File: src/design/keypad_pkg.sv
/*
 * Keypad shared definitions
 * Key code and row number types, config register map
 */
`default_nettype none

package keypad_pkg;

    // ==================================================
    // Key and row types
    // ==================================================
    typedef logic [3:0] key_code_t;             // row*4 + column
    typedef logic [1:0] row_sel_t;              // Row being scanned

    // ==================================================
    // Config register map
    // ==================================================
    localparam int CFG_DW = 16;                 // Config bus width

    // Scan dwell period, in clocks minus one
    localparam logic CFG_ADDR_PERIOD   = 1'b0;
    // Debounce frames in [3:0], scan enable in [15]
    localparam logic CFG_ADDR_DEBOUNCE = 1'b1;

endpackage

`default_nettype wire

File: src/design/scan_if.sv
/*
 * Row sample bus, scanner to decoder
 */
`timescale 1ns/1ps
`default_nettype none

interface scan_if;

    logic                  sample;     // One-cycle pulse per row dwell
    keypad_pkg::row_sel_t  row;        // Row the sample belongs to
    logic [3:0]            cols;       // Synced columns, active low
    logic                  frame_end;  // Set with the row 3 sample

    // Scanner side
    modport src (
        output sample, row, cols, frame_end
    );

    // Decoder side
    modport dst (
        input  sample, row, cols, frame_end
    );

endinterface

`default_nettype wire

File: src/design/keypad_cfg.sv
/*
 * Keypad config registers
 * Row dwell period, debounce frame count and scan enable, with readback
 */
`timescale 1ns/1ps
`default_nettype none

module keypad_cfg #(
    parameter int CNT_W        = 16,
    parameter int RESET_PERIOD = 7
) (
    input  logic                          clk,
    input  logic                          rst_n,
    input  logic                          cfg_we,
    input  logic                          cfg_addr,
    input  logic [keypad_pkg::CFG_DW-1:0] cfg_wdata,
    output logic [keypad_pkg::CFG_DW-1:0] cfg_rdata,
    output logic [CNT_W-1:0]              scan_period,
    output logic [3:0]                    deb_frames,
    output logic                          scan_en
);

    // ==================================================
    // Register writes
    // ==================================================
    always_ff @(posedge clk or negedge rst_n) begin
        if (!rst_n) begin
            scan_period <= CNT_W'(RESET_PERIOD);
            deb_frames  <= 4'd2;                // Two matching frames
            scan_en     <= 1'b1;                // Scanning from reset
        end else if (cfg_we) begin
            if (cfg_addr == keypad_pkg::CFG_ADDR_PERIOD) begin
                scan_period <= CNT_W'(cfg_wdata);
            end else begin
                deb_frames <= cfg_wdata[3:0];
                scan_en    <= cfg_wdata[keypad_pkg::CFG_DW-1];
            end
        end
    end

    // ==================================================
    // Readback, combinational
    // ==================================================
    always_comb begin
        case (cfg_addr)
            keypad_pkg::CFG_ADDR_DEBOUNCE:
                cfg_rdata = {scan_en, {(keypad_pkg::CFG_DW-5){1'b0}}, deb_frames};
            default:
                cfg_rdata = keypad_pkg::CFG_DW'(scan_period);
        endcase
    end

    // Below 3 the column sync has not settled at sample time
    a_period_min: assert property (
        @(posedge clk) disable iff (!rst_n)
        (cfg_we && cfg_addr == keypad_pkg::CFG_ADDR_PERIOD) |=> (scan_period >= CNT_W'(3))
    ) else $error("scan period written below 3");

endmodule

`default_nettype wire

File: src/design/keypad_scanner.sv
/*
 * Keypad row scanner
 * Drives one row low per dwell, syncs the columns, issues one sample per row
 */
`timescale 1ns/1ps
`default_nettype none

module keypad_scanner #(
    parameter int CNT_W = 16
) (
    input  logic             clk,
    input  logic             rst_n,
    input  logic             scan_en,
    input  logic [CNT_W-1:0] scan_period,  // Dwell is scan_period+1 clocks
    input  logic [3:0]       col_n,        // Async, pulled up
    output logic [3:0]       row_n,        // One row low at a time
    scan_if.src              scan
);

    logic [CNT_W-1:0]     dwell_cnt;
    keypad_pkg::row_sel_t row_q;
    logic                 dwell_last;
    logic [3:0]           col_sync1;
    logic [3:0]           col_sync2;

    // ==================================================
    // Column synchronizer
    // ==================================================
    // Two flops, idle value is all released
    always_ff @(posedge clk or negedge rst_n) begin
        if (!rst_n) begin
            col_sync1 <= 4'b1111;
            col_sync2 <= 4'b1111;
        end else begin
            col_sync1 <= col_n;
            col_sync2 <= col_sync1;
        end
    end

    // ==================================================
    // Dwell counter and row sequencer
    // ==================================================
    // >= so a smaller period written mid-dwell ends it at once
    assign dwell_last = (dwell_cnt >= scan_period);

    always_ff @(posedge clk or negedge rst_n) begin
        if (!rst_n) begin
            dwell_cnt <= '0;
            row_q     <= '0;
        end else if (!scan_en) begin
            dwell_cnt <= '0;                    // Hold at row 0
            row_q     <= '0;
        end else if (dwell_last) begin
            dwell_cnt <= '0;
            row_q     <= row_q + 2'd1;          // Wraps 3 -> 0
        end else begin
            dwell_cnt <= dwell_cnt + 1'b1;
        end
    end

    // Active low row drive, all released when disabled
    always_comb begin
        if (scan_en) begin
            row_n = ~(4'b0001 << row_q);
        end else begin
            row_n = 4'b1111;
        end
    end

    // ==================================================
    // Sample bus
    // ==================================================
    // Last dwell cycle, sync2 has held this row for 2+ clocks
    assign scan.sample    = scan_en && dwell_last;
    assign scan.row       = row_q;
    assign scan.cols      = col_sync2;
    assign scan.frame_end = scan_en && dwell_last && (row_q == 2'd3);

    // Low bit walks to the next row after each sample
    a_row_step: assert property (
        @(posedge clk) disable iff (!rst_n)
        scan.sample |=> (!scan_en || row_n == {$past(row_n[2:0]), $past(row_n[3])})
    ) else $error("row_n did not step to the next row after a sample");

    // Counter restarts after a sample, so never two in a row
    a_one_sample: assert property (
        @(posedge clk) disable iff (!rst_n)
        scan.sample |=> !scan.sample
    ) else $error("sample pulsed on two consecutive cycles");

endmodule

`default_nettype wire

File: src/design/key_decoder.sv
/*
 * Keypad frame decoder
 * Single-key check per frame, debounce over frames, key strobe and key-down level
 */
`timescale 1ns/1ps
`default_nettype none

module key_decoder (
    input  logic                  clk,
    input  logic                  rst_n,
    input  logic                  scan_en,
    input  logic [3:0]            deb_frames,
    scan_if.dst                   scan,
    output logic                  key_valid,
    output keypad_pkg::key_code_t key_code,
    output logic                  key_down
);

    logic [2:0]            row_keys;       // Closed switches in this row
    logic [1:0]            row_col;        // Lowest closed column
    logic [1:0]            keys_q;         // 0, 1, or 2 for many
    logic [1:0]            keys_nx;
    keypad_pkg::key_code_t first_code_q;   // First key seen this frame
    keypad_pkg::key_code_t code_nx;
    keypad_pkg::key_code_t cand_code_q;    // Key under debounce
    logic                  cand_valid_q;
    logic [3:0]            deb_cnt_q;
    logic [3:0]            deb_nx;
    logic                  frame_done;
    logic                  fire;

    // ==================================================
    // Frame accumulation, current row included
    // ==================================================
    assign row_keys = 3'($countones(~scan.cols));

    always_comb begin
        row_col = 2'd0;
        for (int i = 3; i >= 0; i--) begin
            if (!scan.cols[i]) row_col = 2'(i);  // Lowest low bit wins
        end
    end

    // Saturate at 2, more than one key is all that matters
    assign keys_nx = (({1'b0, keys_q} + row_keys) > 3'd1) ? 2'd2 : 2'(keys_q + row_keys);
    assign code_nx = (keys_q == 2'd0 && row_keys != 3'd0) ? {scan.row, row_col}
                                                          : first_code_q;

    assign frame_done = scan.sample && scan.frame_end;

    // Same key as last frame counts on, else restart at 1
    assign deb_nx = (cand_valid_q && cand_code_q == code_nx)
                  ? ((deb_cnt_q == 4'hF) ? deb_cnt_q : deb_cnt_q + 4'd1)
                  : 4'd1;
    assign fire = frame_done && (keys_nx == 2'd1) && (deb_nx >= deb_frames) && !key_down;

    // ==================================================
    // Control state
    // ==================================================
    always_ff @(posedge clk or negedge rst_n) begin
        if (!rst_n) begin
            keys_q       <= 2'd0;
            cand_valid_q <= 1'b0;
            deb_cnt_q    <= 4'd0;
            key_valid    <= 1'b0;
            key_down     <= 1'b0;
        end else if (!scan_en) begin
            keys_q       <= 2'd0;               // Drop everything
            cand_valid_q <= 1'b0;
            deb_cnt_q    <= 4'd0;
            key_valid    <= 1'b0;
            key_down     <= 1'b0;
        end else begin
            key_valid <= fire;                  // One-cycle strobe
            if (fire) key_down <= 1'b1;
            if (frame_done) begin
                keys_q <= 2'd0;                 // New frame
                case (keys_nx)
                    2'd0: begin                 // Empty frame, released
                        key_down     <= 1'b0;
                        cand_valid_q <= 1'b0;
                        deb_cnt_q    <= 4'd0;
                    end
                    2'd1: begin
                        cand_valid_q <= 1'b1;
                        deb_cnt_q    <= deb_nx;
                    end
                    default: begin              // Ghosting risk, no candidate
                        cand_valid_q <= 1'b0;
                        deb_cnt_q    <= 4'd0;
                    end
                endcase
            end else if (scan.sample) begin
                keys_q <= keys_nx;
            end
        end
    end

    // Key codes
    always_ff @(posedge clk) begin
        if (scan.sample) first_code_q <= code_nx;
        if (frame_done && keys_nx == 2'd1) cand_code_q <= code_nx;
        if (fire) key_code <= code_nx;
    end

    a_valid_pulse: assert property (
        @(posedge clk) disable iff (!rst_n)
        key_valid |=> !key_valid
    ) else $error("key_valid high on two consecutive cycles");

endmodule

`default_nettype wire

File: src/design/keypad_top.sv
/*
 * 4x4 keypad controller top
 * Config registers, row scanner and frame decoder
 */
`timescale 1ns/1ps
`default_nettype none

module keypad_top #(
    parameter int CNT_W        = 16,
    parameter int RESET_PERIOD = 7
) (
    input  logic                          clk,
    input  logic                          rst_n,
    output logic [3:0]                    row_n,
    input  logic [3:0]                    col_n,
    input  logic                          cfg_we,
    input  logic                          cfg_addr,
    input  logic [keypad_pkg::CFG_DW-1:0] cfg_wdata,
    output logic [keypad_pkg::CFG_DW-1:0] cfg_rdata,
    output logic                          key_valid,
    output keypad_pkg::key_code_t         key_code,
    output logic                          key_down
);

    logic [CNT_W-1:0] scan_period;
    logic [3:0]       deb_frames;
    logic             scan_en;

    scan_if scan_bus ();                        // Scanner to decoder

    keypad_cfg #(.CNT_W(CNT_W), .RESET_PERIOD(RESET_PERIOD)) u_cfg (
        .clk, .rst_n, .cfg_we, .cfg_addr, .cfg_wdata, .cfg_rdata,
        .scan_period, .deb_frames, .scan_en
    );

    keypad_scanner #(.CNT_W(CNT_W)) u_scan (
        .clk, .rst_n, .scan_en, .scan_period, .col_n, .row_n,
        .scan (scan_bus.src)
    );

    key_decoder u_dec (
        .clk, .rst_n, .scan_en, .deb_frames,
        .scan (scan_bus.dst),
        .key_valid, .key_code, .key_down
    );

endmodule

`default_nettype wire

File: config.mk
export PLATFORM = sky130hd
export DESIGN_NAME = keypad_top
export DESIGN_NICKNAME = d
export VERILOG_FILES = /design/src/design/keypad_pkg.sv /design/src/design/scan_if.sv /design/src/design/keypad_cfg.sv /design/src/design/keypad_scanner.sv /design/src/design/key_decoder.sv /design/src/design/keypad_top.sv
export SDC_FILE = /design/constraint.sdc
export NUM_CORES = 1
export LEC_CHECK = 0
export BUFFER_PORTS_ARGS = -buffer_cell sky130_fd_sc_hd__buf_2
export CAP_MARGIN = 20
export CORE_MARGIN = 3
export CORE_UTILIZATION = 55
export CTS_BUF_LIST = sky130_fd_sc_hd__clkbuf_8
export CTS_CLUSTER_SIZE = 40
export DETAILED_ROUTE_END_ITERATION = 6
export PLACE_DENSITY = 0.77
export RECOVER_POWER = 50
export SLEW_MARGIN = 40
export SYNTH_ARGS = -nofsm -noshare
export SYNTH_HDL_FRONTEND = slang
export SYNTH_HIERARCHICAL = 1
export SYNTH_SLANG_ARGS = --single-unit
File: constraint.sdc
create_clock -name clk -period 8 [get_ports clk]
set_input_delay 0 -clock clk [delete_from_list [all_inputs] [get_ports clk]]
set_output_delay 0 -clock clk [all_outputs]
set_load 0.05 [all_outputs]
==> flow_results.org <==
** Placement
- Summing all placed instances gives a cell area of 4190 µm².
- Buffers placed on the I/O ports in this run total 49.
- Placer's final routability congestion estimate :: 0.796
- The number of placed instances, taps included, is 490.
- Timing analysis after detailed placement gives a worst setup slack of 3.65 ns.
- Once detailed placement completed, the half-perimeter wirelength came to 5420 µm.

** Status
- Run status :: finished with violations
- Violations in the final reports :: max-capacitance violations, max-slew violations

** Worst setup path
- Worst endpoint required time :: 7.98 ns
- In this run the worst path has a maximum fanout of 7.
- Buffers & Inverters on Critical Path :: 1
- STA classifies the critical path startpoint as a flip-flop.
- Among all stages on the critical path, the largest delay is contributed by sky130_fd_sc_hd__dfstp_2.
- The cell that appears most often on the critical path is sky130_fd_sc_hd__ha_1.
- Among cell families on the critical path, the largest total delay comes from simple AND/OR/NAND/NOR gates.
- Register-to-register setup slack :: 3.60 ns
- At the worst endpoint, the arrival time is 4.38 ns.
- Endpoint type of the worst setup path :: flip-flop
- On the worst path, the slowest cell contributes a delay of 0.54 ns.
- Traced cell by cell, the critical path runs through inv_1, ha_1, ha_1, fa_1, nor3_1, o21ai_1, and3b_1, o2111ai_4, or2_4, nor2_1, ha_1, nand2b_1, a21o_1, a21o_1, a21oi_1, nor3_1.
- Setup Crit Path Kind :: reg2reg

** Drt
- # DRC :: 0
- Dividing the detail-routed via count by the number of cells gives 5.24.
- Wirelength, routed :: 7640 µm
- Dividing the detail-routed wire length by the instance count gives 14.5 µm.
- First drt pass iteration count :: 4
- After the first detailed-routing iteration, the DRC count stood at 142.
- Antenna-violating nets left :: 0
- The detailed router placed 2763 vias in this run.

** Global routing
- Antenna violations before repair :: 0
- In the global route stage, overall resource usage came out at 0.200.
- Entering global routing, the biggest net connects 57 pins.
- Residual overflow from global routing :: 0
- Vias in the first global route :: 2892
- The first global-routing pass estimated 13100 µm of wire.

** Timing
- Headroom to the max-slew limit came out at -0.995.
- RSZ-0062 raised after global routing :: false
- Summed over all failing endpoints, the final setup total negative slack is 0 ns.
- In the finished design, the share of the clock period the worst path needs comes to 0.550.
- On the final layout, the worst clock skew is 0.00752 ns.
- Once routing completed, OpenROAD measured the worst setup slack at 3.60 ns.
- For the pin with the worst max-slew slack, the measured transition is 2.99 ns.
- Count of pins over their slew limit :: 74
- Number of setup violations in the final report :: 0
- Hold Vio Cnt, Final :: 0
- The smallest clock period supported by the final layout is computed as 4.40 ns.
- Maximum operating frequency :: 227 MHz
- Hold is met by 0.179 ns.

** Clocking
- Clock tree synthesis found a total of 68 sinks.
- Post-cts repair resize count :: 0
- TritonCTS built the clock tree.
- Clock buffer count from CTS :: 9
- Clock-pin slew was measured on the worst setup and hold paths at 0.07 ns.
- H-tree lvl count :: 3
- Clock buffer depth :: 2
- Clock tree root driver cell :: sky130_fd_sc_hd__clkbuf_8
- Clk Latency, worst-skew pair :: 0.34 ns
- Post-CTS Setup Repair Bufs :: 0

** Finish
- For this run, the post-layout net count is 484.
- Post-route design area :: 4520 µm²
- After the flow finishes, the layout carries non-filler instances totaling 527.
- Area growth syn-to-layout :: 16.2%
- 0 antenna diodes ended up in the layout.
- Layout Utilization :: 0.661
- Fraction of layout instances using a drive strength above 1 :: 0.244
- Number of filler cells placed in the layout :: 536

** Synthesis
- Of the total synthesized cell area, the portion taken by XOR and XNOR cells is 0.0360.
- In this run the cell area of the synthesized design comes to 3890 µm².
- Synth Instances :: 352
- Of the total synthesized cell area, the portion taken by AND, OR, NAND and NOR gates is 0.178.
- Number of storage elements in the synthesis netlist :: 68
- After synthesis, the largest family of logic cells by area is simple AND/OR/NAND/NOR gates.
- For this run, the number of Yosys warnings is 6.
- In this run, synthesis inferred 12 flip-flops with an integrated enable.
- The share of the Yosys chip area taken by registers is 0.457.
- Synth Area in Compound Gates :: 0.0727
- Post-synthesis adder-cell area fraction :: 0.113
- When the netlist entered floorplanning its net count stood at 410.
- Average cell area after synthesis :: 11.0 µm²
- Most used flip-flop cell after synthesis :: sky130_fd_sc_hd__dfrtp_1
- Number of library cell types mapped by synthesis :: 55
- Async SR Flop Fraction :: 0.824
- Proportion of synthesized area in mux cells :: 0.0927

** Power and ir drop
- Maximum resistive drop on vdd :: 0.108 mV
- Total power consumption of the routed design :: 811 µW
- The analysis attributes to cell leakage a power of 2.14 nW.
- Power density of the placed cells :: 180 nW/µm²

** Die
- Width of the die :: 90.1 µm
- Chip Height :: 90.1 µm
- Starting density of the core :: 0.569
- The die covers 8110 µm².
- Standard cell core area :: 6830 µm²
- Pin placement for this block handled 50 I/O pins.
- The floorplan has 30 rows.

** Flow run
- Max-cap violations in this run came to 2.

** Worst hold path
- The path class of the tightest hold or removal check is in2reg.
-- report_power, final --
part           switching [mW]  total [mW]  internal (mW)
registers              0.0213       0.401          0.380
logic                   0.105       0.175         0.0703
clock network           0.121       0.236          0.114
-- layout by cell type, fill, tap and decap left out, types with 7 or more instances in the layout --
master	count
sky130_fd_sc_hd__dlygate4sd3_1	21
sky130_fd_sc_hd__nand3_1	14
sky130_fd_sc_hd__buf_2	45
sky130_fd_sc_hd__edfxtp_1	12
sky130_fd_sc_hd__mux2_2	21
sky130_fd_sc_hd__clkbuf_8	10
sky130_fd_sc_hd__and3_1	7
sky130_fd_sc_hd__xor2_1	9
sky130_fd_sc_hd__xnor2_1	7
sky130_fd_sc_hd__ha_1	32
sky130_fd_sc_hd__nor2_1	29
sky130_fd_sc_hd__dfstp_2	12
sky130_fd_sc_hd__nor2b_1	17
sky130_fd_sc_hd__inv_1	38
sky130_fd_sc_hd__a21oi_1	7
sky130_fd_sc_hd__nand2_1	28
sky130_fd_sc_hd__dfrtp_1	43
-- registers in the layout, summed over array words and instances, names as in the netlist, 2 cells and up --
name and flops:
u_scan/col_sync1 4, u_scan/scan.row 2, u_cfg/scan_period 16, u_cfg/deb_frames 4, u_scan/dwell_cnt 16, u_scan/scan.cols 4
u_dec/key_code 4, u_dec/first_code_q 4, u_dec/cand_code_q 4, u_dec/keys_q 2, u_dec/deb_cnt_q 4
-- worst reg2reg max path, cell delays in order (launching register included) --
cell	delay [ns]
sky130_fd_sc_hd__dfstp_2	0.54
sky130_fd_sc_hd__inv_1	0.07
sky130_fd_sc_hd__ha_1	0.29
sky130_fd_sc_hd__ha_1	0.20
sky130_fd_sc_hd__fa_1	0.48
sky130_fd_sc_hd__nor3_1	0.40
sky130_fd_sc_hd__o21ai_1	0.17
sky130_fd_sc_hd__and3b_1	0.22
sky130_fd_sc_hd__o2111ai_4	0.27
sky130_fd_sc_hd__or2_4	0.21
sky130_fd_sc_hd__nor2_1	0.05
sky130_fd_sc_hd__ha_1	0.26
sky130_fd_sc_hd__nand2b_1	0.09
sky130_fd_sc_hd__a21o_1	0.10
sky130_fd_sc_hd__a21o_1	0.10
sky130_fd_sc_hd__a21oi_1	0.08
sky130_fd_sc_hd__nor3_1	0.50
-- synth_stat cells (3+ instances only) --
library cell	instances	area, µm²
sky130_fd_sc_hd__edfxtp_1	12	360
sky130_fd_sc_hd__nor2_1	29	109
sky130_fd_sc_hd__mux2_4	10	150
sky130_fd_sc_hd__nand4_1	4	25.0
sky130_fd_sc_hd__mux2i_1	3	30.0
sky130_fd_sc_hd__ha_1	32	400
sky130_fd_sc_hd__nor3_2	3	30.0
sky130_fd_sc_hd__inv_1	32	120
sky130_fd_sc_hd__nand2b_1	3	18.8
sky130_fd_sc_hd__and3_1	7	43.8
sky130_fd_sc_hd__nor2b_1	16	100
sky130_fd_sc_hd__nand3_1	14	70.1
sky130_fd_sc_hd__clkbuf_1	3	11.3
sky130_fd_sc_hd__a21o_1	3	22.5
sky130_fd_sc_hd__nor3_1	4	20.0
sky130_fd_sc_hd__dfrtp_1	43	1080
sky130_fd_sc_hd__buf_6	3	33.8
sky130_fd_sc_hd__xnor2_1	7	61.3
sky130_fd_sc_hd__a31oi_1	3	18.8
sky130_fd_sc_hd__mux2_2	16	180
sky130_fd_sc_hd__nand2_1	28	105
sky130_fd_sc_hd__nor4_1	4	25.0
sky130_fd_sc_hd__xor2_1	9	78.8
sky130_fd_sc_hd__o21ai_0	5	25.0
sky130_fd_sc_hd__a21oi_1	7	35.0
sky130_fd_sc_hd__dfstp_2	13	342
-- logic make-up after synthesis --
| group | count (synthesis) |
|---|---|
| simple gates | 128 |
| flops | 68 |
| buf+inv | 40 |
| compound gates | 37 |
| fa+ha+maj | 34 |
| mux | 29 |
| xor+xnor | 16 |
-- final timing paths --
check / endpoint / depth (start not counted) / start
worst max-delay path: u_dec/key_code[0] / 16 / u_scan/scan.cols[0]
worst min-delay path: u_cfg/deb_frames[1] / 3 / cfg_we
worst max register to register: u_dec/key_code[0] / 16 / u_scan/scan.cols[0]
worst min register to register: u_scan/scan.cols[2] / 0 / u_scan/col_sync1[2]
max in group asynchronous: u_cfg/scan_period[4] / 3 / rst_n
min in group asynchronous: u_scan/scan.row[1] / 3 / rst_n
-- area by class of cell --
| cell class | instances | area (µm²) | share of cell area |
|---|---|---|---|
| inverter | 32 | 120 | 0.0266 |
| timing repair buffer | 71 | 454 | 0.101 |
| sequential | 68 | 1780 | 0.394 |
| multi-input combinational | 244 | 1880 | 0.417 |
| clock buffer | 10 | 138 | 0.0305 |
| clock inverter | 6 | 22.5 | 0.00499 |
| tap | 96 | 120 | 0.0266 |
-- layer usage --
layer,vias up,GRT usage,part of all wire
met2,59,0.353,0.51
met1,1328,0.243,0.44
met3,14,0.0301,0.036
met5,-,0,0
li1,1362,-,-
met4,0,0.0880,0.015
-- what timing repair did --
action	CTS	global route
hold endpoints to repair	68	0
setup endpoints to repair	0	0
hold buffers	21	0
Power figures use the tool's default switching activity.
